### src/source/z80_dp_pkg.sv
package z80_dp_pkg;

  // ----------------------------------------
  // widths
  // ----------------------------------------
  localparam int byte_w   = 8;
  localparam int word_w   = 16;
  // number of byte registers in one bank, B through L
  localparam int num_regs = 6;

  // bit positions inside F, bits 5 and 3 are never set
  localparam int flag_s  = 7;
  localparam int flag_z  = 6;
  localparam int flag_h  = 4;
  localparam int flag_pv = 2;
  localparam int flag_n  = 1;
  localparam int flag_c  = 0;

  // ----------------------------------------
  // encodings
  // ----------------------------------------
  typedef enum logic [3:0] {
    op_nop, op_ld, op_add, op_sub, op_inc_a, op_dec_a, op_inc16,
    op_dec16, op_add_se, op_ex_af, op_exx, op_scf, op_ccf
  } op_e;

  // byte operand select, the first six map straight onto the bank index
  typedef enum logic [2:0] {
    reg_b, reg_c, reg_d, reg_e, reg_h, reg_l, reg_a, reg_imm
  } reg8_e;

  // pair select, times two it gives the bank index of the high byte
  typedef enum logic [1:0] {
    pair_bc, pair_de, pair_hl
  } pair_e;

  // ----------------------------------------
  // structs
  // ----------------------------------------
  typedef struct packed {
    op_e               op;
    reg8_e             dst;
    reg8_e             src;
    pair_e             pair;
    logic [byte_w-1:0] imm;
  } dp_cmd_t;

  typedef struct packed {
    logic [byte_w-1:0] acc;
    logic [byte_w-1:0] flags;
    logic [word_w-1:0] pair_val;
  } dp_res_t;

  typedef struct packed {
    logic [byte_w-1:0] res;
    logic [byte_w-1:0] flags;
  } alu8_out_t;

  // one write request into the B to L bank per execute edge
  typedef struct packed {
    logic              byte_en;
    reg8_e             byte_sel;
    logic              pair_en;
    pair_e             pair_sel;
    logic [word_w-1:0] data;
    logic              exx;
  } rf_wr_t;

endpackage
### src/source/alu16.sv
`timescale 1ns/1ps

module alu16 import z80_dp_pkg::*; (
  input  op_e               op,
  input  logic [word_w-1:0] pair_word,
  input  logic [byte_w-1:0] imm,
  output logic [word_w-1:0] sum
);

  logic [word_w-1:0] imm_se;

  // the byte is a signed offset, so its top bit fills the high byte
  assign imm_se = {{(word_w - byte_w){imm[byte_w-1]}}, imm};

  // all three forms wrap at 16 bits and leave the flags alone
  always_comb begin
    case (op)
      op_inc16:  sum = pair_word + word_w'(1);
      op_dec16:  sum = pair_word - word_w'(1);
      op_add_se: sum = pair_word + imm_se;
      default:   sum = pair_word;
    endcase
  end

endmodule

### src/source/alu8.sv
`timescale 1ns/1ps

module alu8 import z80_dp_pkg::*; (
  input  op_e               op,
  input  logic [byte_w-1:0] a,
  input  logic [byte_w-1:0] b,
  input  logic [byte_w-1:0] f_in,
  output alu8_out_t         out
);

  logic              is_add;
  logic              is_sub;
  logic              is_step;
  logic [byte_w-1:0] opnd;
  logic [byte_w:0]   sum9;
  logic [byte_w:0]   dif9;
  logic [4:0]        half_sum;
  logic [4:0]        half_dif;

  assign is_step = (op == op_inc_a) || (op == op_dec_a);
  assign is_add  = (op == op_add) || (op == op_inc_a);
  assign is_sub  = (op == op_sub) || (op == op_dec_a);

  // increment and decrement are just add and subtract of one
  assign opnd = is_step ? byte_w'(1) : b;

  // the extra top bit is the carry out, or the borrow for the difference
  assign sum9     = {1'b0, a} + {1'b0, opnd};
  assign dif9     = {1'b0, a} - {1'b0, opnd};
  assign half_sum = {1'b0, a[3:0]} + {1'b0, opnd[3:0]};
  assign half_dif = {1'b0, a[3:0]} - {1'b0, opnd[3:0]};

  always_comb begin
    out.res   = a;
    out.flags = f_in;
    if (is_add || is_sub) begin
      out.res   = is_add ? sum9[byte_w-1:0] : dif9[byte_w-1:0];
      out.flags = '0;
      out.flags[flag_s] = out.res[byte_w-1];
      out.flags[flag_z] = (out.res == '0);
      if (is_add) begin
        out.flags[flag_h]  = half_sum[4];
        // overflow when both inputs share a sign and the result does not
        out.flags[flag_pv] = (a[7] == opnd[7]) && (out.res[7] != a[7]);
        out.flags[flag_n]  = 1'b0;
        out.flags[flag_c]  = sum9[byte_w];
      end else begin
        out.flags[flag_h]  = half_dif[4];
        // for subtract the signs must differ to overflow
        out.flags[flag_pv] = (a[7] != opnd[7]) && (out.res[7] != a[7]);
        out.flags[flag_n]  = 1'b1;
        out.flags[flag_c]  = dif9[byte_w];
      end
      // inc and dec of A keep the old carry
      if (is_step) begin
        out.flags[flag_c] = f_in[flag_c];
      end
    end else if (op == op_scf) begin
      out.flags[flag_c] = 1'b1;
      out.flags[flag_h] = 1'b0;
      out.flags[flag_n] = 1'b0;
    end else if (op == op_ccf) begin
      // the carry before the flip ends up in H
      out.flags[flag_h] = f_in[flag_c];
      out.flags[flag_c] = !f_in[flag_c];
      out.flags[flag_n] = 1'b0;
    end
  end

endmodule

### src/source/datapath_top.sv
`timescale 1ns/1ps

module datapath_top import z80_dp_pkg::*; (
  input  logic    clk,
  input  logic    rst,
  input  logic    cmd_valid,
  output logic    cmd_ready,
  input  dp_cmd_t cmd,
  output logic    res_valid,
  input  logic    res_ready,
  output dp_res_t res
);

  dp_cmd_t           cmd_q;
  logic              cmd_q_valid;
  logic              res_in_ready;
  logic              fire;
  logic [byte_w-1:0] src_byte;
  logic [word_w-1:0] pair_word;
  logic [byte_w-1:0] acc;
  logic [byte_w-1:0] f;
  logic [byte_w-1:0] operand;
  alu8_out_t         alu8_res;
  logic [word_w-1:0] word_res;
  rf_wr_t            wr;
  dp_res_t           res_next;

  // a held command executes when the result slot can take it
  assign fire = cmd_q_valid && res_in_ready;

  // ----------------------------------------
  // command slot
  // ----------------------------------------
  pipe_reg #(.payload_t(dp_cmd_t)) i_cmd_reg (
    .clk(clk), .rst(rst),
    .in_valid(cmd_valid), .in_ready(cmd_ready), .in_data(cmd),
    .out_valid(cmd_q_valid), .out_ready(res_in_ready), .out_data(cmd_q)
  );

  // operands come straight from the current state, so no forwarding
  regfile i_regfile (
    .clk(clk), .rst(rst), .wr(wr),
    .src_sel(cmd_q.src), .pair_sel(cmd_q.pair),
    .src_byte(src_byte), .pair_word(pair_word)
  );

  // byte and word ALUs run side by side on the same command
  alu8 i_alu8 (
    .op(cmd_q.op), .a(acc), .b(operand), .f_in(f), .out(alu8_res)
  );

  alu16 i_alu16 (
    .op(cmd_q.op), .pair_word(pair_word), .imm(cmd_q.imm), .sum(word_res)
  );

  writeback i_writeback (
    .clk(clk), .rst(rst), .fire(fire), .cmd(cmd_q),
    .src_byte(src_byte), .pair_word(pair_word),
    .alu8_res(alu8_res), .word_res(word_res),
    .wr(wr), .acc(acc), .f(f), .operand(operand), .res(res_next)
  );

  // ----------------------------------------
  // result slot
  // ----------------------------------------
  pipe_reg #(.payload_t(dp_res_t)) i_res_reg (
    .clk(clk), .rst(rst),
    .in_valid(cmd_q_valid), .in_ready(res_in_ready), .in_data(res_next),
    .out_valid(res_valid), .out_ready(res_ready), .out_data(res)
  );

endmodule

### src/source/pipe_reg.sv
`timescale 1ns/1ps

module pipe_reg #(
  parameter type payload_t = logic
) (
  input  logic     clk,
  input  logic     rst,
  input  logic     in_valid,
  output logic     in_ready,
  input  payload_t in_data,
  output logic     out_valid,
  input  logic     out_ready,
  output payload_t out_data
);

  logic     full;
  payload_t data_q;

  // a new entry can come in while the old one leaves on the same edge
  assign in_ready = !full || out_ready;

  always_ff @(posedge clk) begin
    if (rst) begin
      full <= 1'b0;
    end else if (in_ready) begin
      full <= in_valid;
    end
  end

  // payload only moves on an input transfer
  always_ff @(posedge clk) begin
    if (in_valid && in_ready) begin
      data_q <= in_data;
    end
  end

  assign out_valid = full;
  assign out_data  = data_q;

endmodule

### src/source/regfile.sv
`timescale 1ns/1ps

module regfile import z80_dp_pkg::*; (
  input  logic              clk,
  input  logic              rst,
  input  rf_wr_t            wr,
  input  reg8_e             src_sel,
  input  pair_e             pair_sel,
  output logic [byte_w-1:0] src_byte,
  output logic [word_w-1:0] pair_word
);

  // main bank and its shadow, index 0 is B and index 5 is L
  logic [byte_w-1:0] bank   [num_regs];
  logic [byte_w-1:0] shadow [num_regs];

  // bank index of the high byte of the read pair and of the written pair
  logic [2:0] rd_hi;
  logic [2:0] wr_hi;

  assign rd_hi = {pair_sel, 1'b0};
  assign wr_hi = {wr.pair_sel, 1'b0};

  // ----------------------------------------
  // reads
  // ----------------------------------------

  // A and IMM are not held here so they read as zero
  // writeback puts the real operand in their place
  assign src_byte = (src_sel <= reg_l) ? bank[src_sel] : '0;

  // the high byte sits at the even index, as B in BC
  assign pair_word = (pair_sel <= pair_hl) ? {bank[rd_hi], bank[rd_hi + 3'd1]} : '0;

  // ----------------------------------------
  // writes
  // ----------------------------------------
  always_ff @(posedge clk) begin
    if (rst) begin
      for (int i = 0; i < num_regs; i++) begin
        bank[i]   <= '0;
        shadow[i] <= '0;
      end
    end else if (wr.exx) begin
      // whole bank trades places with its shadow in one edge
      bank   <= shadow;
      shadow <= bank;
    end else begin
      if (wr.pair_en && wr.pair_sel <= pair_hl) begin
        bank[wr_hi]        <= wr.data[word_w-1:byte_w];
        bank[wr_hi + 3'd1] <= wr.data[byte_w-1:0];
      end
      // only B to L can be written, anything else is ignored
      if (wr.byte_en && wr.byte_sel <= reg_l) begin
        bank[wr.byte_sel] <= wr.data[byte_w-1:0];
      end
    end
  end

endmodule

### src/source/writeback.sv
`timescale 1ns/1ps

module writeback import z80_dp_pkg::*; (
  input  logic              clk,
  input  logic              rst,
  input  logic              fire,
  input  dp_cmd_t           cmd,
  input  logic [byte_w-1:0] src_byte,
  input  logic [word_w-1:0] pair_word,
  input  alu8_out_t         alu8_res,
  input  logic [word_w-1:0] word_res,
  output rf_wr_t            wr,
  output logic [byte_w-1:0] acc,
  output logic [byte_w-1:0] f,
  output logic [byte_w-1:0] operand,
  output dp_res_t           res
);

  logic [byte_w-1:0] acc_q;
  logic [byte_w-1:0] f_q;
  logic [byte_w-1:0] acc_sh;
  logic [byte_w-1:0] f_sh;
  logic [byte_w-1:0] acc_next;
  logic [byte_w-1:0] f_next;
  logic              pair_written;

  assign acc = acc_q;
  assign f   = f_q;

  // the register file has no A and no immediate, so those are swapped in here
  always_comb begin
    case (cmd.src)
      reg_a:   operand = acc_q;
      reg_imm: operand = cmd.imm;
      default: operand = src_byte;
    endcase
  end

  // ----------------------------------------
  // result routing
  // ----------------------------------------
  always_comb begin
    acc_next = acc_q;
    f_next   = f_q;
    wr       = '0;
    wr.data  = {{(word_w - byte_w){1'b0}}, operand};
    case (cmd.op)
      op_ld: begin
        if (cmd.dst == reg_a) begin
          acc_next = operand;
        end else begin
          // regfile drops a write aimed at IMM
          wr.byte_en  = fire;
          wr.byte_sel = cmd.dst;
        end
      end
      op_add, op_sub, op_inc_a, op_dec_a: begin
        acc_next = alu8_res.res;
        f_next   = alu8_res.flags;
      end
      op_scf, op_ccf: begin
        f_next = alu8_res.flags;
      end
      op_inc16, op_dec16, op_add_se: begin
        wr.pair_en  = fire;
        wr.pair_sel = cmd.pair;
        wr.data     = word_res;
      end
      op_ex_af: begin
        acc_next = acc_sh;
        f_next   = f_sh;
      end
      op_exx: begin
        wr.exx = fire;
      end
      default: begin
      end
    endcase
  end

  // ----------------------------------------
  // A, F and their shadows
  // ----------------------------------------
  always_ff @(posedge clk) begin
    if (rst) begin
      acc_q  <= '0;
      f_q    <= '0;
      acc_sh <= '0;
      f_sh   <= '0;
    end else if (fire) begin
      acc_q <= acc_next;
      f_q   <= f_next;
      if (cmd.op == op_ex_af) begin
        acc_sh <= acc_q;
        f_sh   <= f_q;
      end
    end
  end

  // word ops report the new pair, everything else the pair as read this cycle
  assign pair_written = (cmd.op == op_inc16) || (cmd.op == op_dec16) ||
                        (cmd.op == op_add_se);

  assign res.acc      = acc_next;
  assign res.flags    = f_next;
  assign res.pair_val = pair_written ? word_res : pair_word;

endmodule

### config.mk
export PLATFORM = sky130hd
export DESIGN_NAME = datapath_top
export DESIGN_NICKNAME = d
export VERILOG_FILES = /design/src/source/z80_dp_pkg.sv /design/src/source/alu16.sv /design/src/source/alu8.sv /design/src/source/datapath_top.sv /design/src/source/pipe_reg.sv /design/src/source/regfile.sv /design/src/source/writeback.sv
export SDC_FILE = /design/constraint.sdc
export NUM_CORES = 1
export LEC_CHECK = 0
export BUFFER_PORTS_ARGS = -buffer_cell sky130_fd_sc_hd__buf_2
export CAP_MARGIN = 20
export CORE_UTILIZATION = 40
export DETAILED_ROUTE_END_ITERATION = 8
export GPL_ROUTABILITY_DRIVEN = 0
export GPL_TIMING_DRIVEN = 0
export HOLD_SLACK_MARGIN = 0.05
export PLACE_DENSITY_LB_ADDON = 0.15
export SETUP_SLACK_MARGIN = 0.3
export SKIP_CTS_REPAIR_TIMING = 1
export SYNTH_ARGS = -nofsm -noshare
export SYNTH_HDL_FRONTEND = slang
export SYNTH_SLANG_ARGS = --single-unit
### constraint.sdc
create_clock -name clk -period 3.3 [get_ports clk]
set_input_delay 0.99 -clock clk [delete_from_list [all_inputs] [get_ports clk]]
set_output_delay 0.99 -clock clk [all_outputs]
set_load 0.005 [all_outputs]
==> metrics.md <==
| Metric | Value |
|---|---|
| P&R area growth vs syn | `29.4%` |
| Final max-slew violation count | `0` |
| Gr ovfl total | `0` |
| Fin. Hold Viols | `0` |
| Endpoint class of the critical path | `flip-flop` |
| Number of flops mapped to enable cells by yosys | `52` |
| Ys flop type | `dfxtp_1` |
| Filler cells | `between 2k and 2.5k` |
| Vias in the first global route | `8823` |
| Final wirelength | `37.2 mm` |
| Post-Syn Nets | `1264` |
| Clock Sinks | `between 150 and 200` |
| CTS max path bufs | `2` |
| Worst-path clk slew | `70 ps` |
| Antenna violations before repair | `0` |
| Total power | `about 5.3 mW` |
| Hold Crit Depth | `2` |
| Synthesis warning total | `0` |
| Synth Cell Area | `between 0.01 and 0.015 mm^2` |
| DR vias | `around 9.9k` |
| P per Cell Area | `402 mW/mm^2` |
| Worst Max-Slew Pin Slew | `1120 ps` |
| Dpl ws | `-850 ps` |
| TNS Setup | `-8140 ps` |
| Core Area | `0.0251 mm^2` |
| CP Class | `flip-flop to flip-flop` |
| Die footprint | `between 0.02 and 0.03 mm^2` |
| Finished Layout Cells | `1684` |
| Worst setup margin | `-386 ps` |
| Fmax | `about 0.27 GHz` |
| Drt first-iter violations | `931` |
| DRC | `0` |
| Post-synthesis cell type count | `76` |
| Share of cells above drive strength 1 | `28.1%` |
| Ranking of synthesized cells by area | `dfxtp_1 (26%), edfxtp_1 (15%), nand2_1 (8.9%)` |
| H-tree depth | `4` |
| Chip Width | `~160 um` |
| Largest family of logic cells by synthesized area | `compound AO/OA/AOI/OAI gates` |
| VDD IR max | `around 0.27 mV` |
| I/O pin cnt | `58` |
| Diodes inserted | `0` |
| Net count, final | `around 1.4k` |
| Syn Area/Cell | `8.50 um^2` |
| Worst hold-check path type | `flip-flop to flip-flop` |
| Failing checks | `setup timing` |
| Total track usage | `27.3%` |
| CTS tree | `done` |
| Headroom to the max-slew limit | `around 25%` |
| Async SR Flop Fraction | `0%` |
| CP max FO | `7` |
| Pre-Repair DR Iteration Count | `8` |
| # setup viols final | `57` |
| Starting Density | `between 40% and 50%` |
| RSZ-0062 raised after global routing | `yes` |
| Clk_lat worst skew | `between 400 and 500 ps` |
| Xor/xnor share of the synthesized area | `under 10%` |
| Crit share post-route | `112%` |
| Row count | `between 50 and 60` |
| Status | `finished with violations` |
| Yosys top cell by area | `dfxtp_1` |
| Min Tclk post-route | `between 3000 and 4000 ps` |
| Synth Area in Adders | `roughly 5.1%` |
| Max Cap Viol | `0` |
| Synth Instances | `1200` |
| Static leakage | `roughly 4.9 nW` |
| Worst Clk Skew | `between 10 and 15 ps` |
| Worst EP required | `between 3000 and 4000 ps` |
| Global-route wire length before repair | `53.2 mm` |
| Startpoint Class | `flip-flop` |
| Core Util, Final | `52.6%` |
| Hpwl dp | `~26 mm` |
| Crit-path cells | `buf_6, buf_6, mux4_2, mux2_4, and2_4, inv_1, ha_1, clkbuf_8, o21a_1, o31a_1, o21ai_1, nor2b_1, o22ai_1, xor2_1, or3_4, o21ai_1` |
| Routed len/inst | `approximately 22 um` |
| Synth Area in Simple Gates | `19.9%` |
| Crit path DAT | `3980 ps` |
| Port bufs | `between 50 and 60` |
| Top-area cell type share of the netlist area | `between 20% and 30%` |
| #FFs+latches synth | `182` |
| Crit path largest cell delay | `540 ps` |
| Root Driver | `clkbuf_16` |
| Vias/cell | `5.88` |
| Worst reg-to-reg path cell count | `16` |
| Sequential share of the synthesized area | `between 40% and 50%` |
| CTS buffer count | `17` |
| Critical path's slowest cell | `mux4_2` |
| Dpl cells | `around 1.6k` |
| Post-synthesis mux area share | `about 7.2%` |
| Final ANT Viol Nets | `0` |
| Largest net degree at the start of global routing | `42` |
| Compound-cell area share of the yosys netlist | `about a fifth` |
| Die height | `roughly 160 um` |
cell usage after synthesis, types with 23 or more instances:
cell	number
nand2_1	243
a21oi_1	139
dfxtp_1	130
nor2_1	112
clkbuf_1	59
edfxtp_1	52
o21ai_0	49
ha_1	37
a211oi_1	32
mux2i_1	31
nor3_1	24
inv_1	23
worst paths after layout:
check | startpoint | slack, ps | to
worst min-delay path | i_regfile.shadow[13] | 460 | i_regfile.shadow[13]
worst min register to register | i_regfile.shadow[13] | 460 | i_regfile.shadow[13]
worst max register to register | i_cmd_reg.out_data[10] | -390 | i_res_reg.out_data[22]
worst max-delay path | i_cmd_reg.out_data[10] | -390 | i_res_reg.out_data[22]
metrics by stage:
stage / hold WS, ps / instance area, um^2
after floorplan: 432 / 10400
after global routing: 474 / 13200
final: 456 / 13200
after detailed placement: 444 / 11100
after CTS: 455 / 11600
after global placement: 442 / 11100
worst max-delay path: cells and delay by family, from the launching register on:
family | cells | cell delay [ps]
XOR/XNOR | 1 | 230
flip-flops | 1 | 340
AND/OR/NAND/NOR | 3 | 750
AO/OA/AOI/OAI | 5 | 670
adder cells (fa/ha/maj) | 1 | 220
multiplexers | 2 | 860
buffers and inverters | 4 | 460
cell families (layout without fill, tap and decap cells):
family	count (synthesis)	in the layout
simple gates	461	461
mux	53	53
fa+ha+maj	40	40
xor+xnor	23	23
buf+inv	106	260
compound gates	335	335
flops	182	182
layout by cell type, fill, tap and decap left out, types with 6 or more instances in the layout:
cell / instances
nand2_1: 233
dfxtp_1: 130
a21oi_1: 116
nor2_1: 105
buf_2: 63
edfxtp_1: 52
buf_4: 45
clkbuf_1: 34
buf_6: 29
mux2i_1: 28
ha_1: 28
nor3_1: 21
o21ai_1: 20
o21ai_0: 20
clkbuf_2: 19
inv_1: 19
a211oi_2: 19
clkbuf_16: 18
mux4_2: 16
a21oi_2: 16
o211ai_1: 14
a211oi_1: 14
nand2b_1: 12
o21a_1: 11
xnor2_2: 7
nand2_2: 7
a21oi_4: 7
ha_4: 7
a31oi_1: 6
nor2b_1: 6
xor2_1: 6
o21ai_4: 6
a21o_1: 6
and2_1: 6
o21ai_2: 6
final cells by class:
cell class	count	area, um^2	area share [%]
clock buffer	19	433	3.28
tap	330	413	3.13
timing repair buffer	122	877	6.64
multi-input combinational	912	6620	50.2
buffer	81	482	3.65
clock inverter	13	111	0.844
sequential	182	4160	31.5
inverter	25	98.8	0.749
per-layer routing:
metal	vias up	GRT usage [%]	wire, um
met1	4810	35.6	15300
li1	4571	-	-
met4	0	11.1	1500
met2	432	43.4	17500
met3	89	6.49	2910
met5	-	0	0
where the power goes:
| group | internal (mW) | total (mW) | switching [mW] |
|---|---|---|---|
| registers | 2.36 | 2.42 | 0.0563 |
| clock network | 0.990 | 1.97 | 0.978 |
| logic | 0.381 | 0.918 | 0.538 |
| total | 3.73 | 5.30 | 1.57 |
registers in the layout, indices dropped and copies added (netlist names):
| signal | flops |
|---|---|
| i_writeback.f_sh | 8 |
| i_writeback.f | 8 |
| i_cmd_reg.out_valid | 1 |
| i_regfile.shadow | 48 |
| i_regfile.bank | 48 |
| i_cmd_reg.out_data | 20 |
| i_writeback.acc | 8 |
| i_writeback.acc_sh | 8 |
| i_res_reg.out_data | 32 |
| i_res_reg.out_valid | 1 |
No activity file was read; power rests on OpenSTA's default activity.
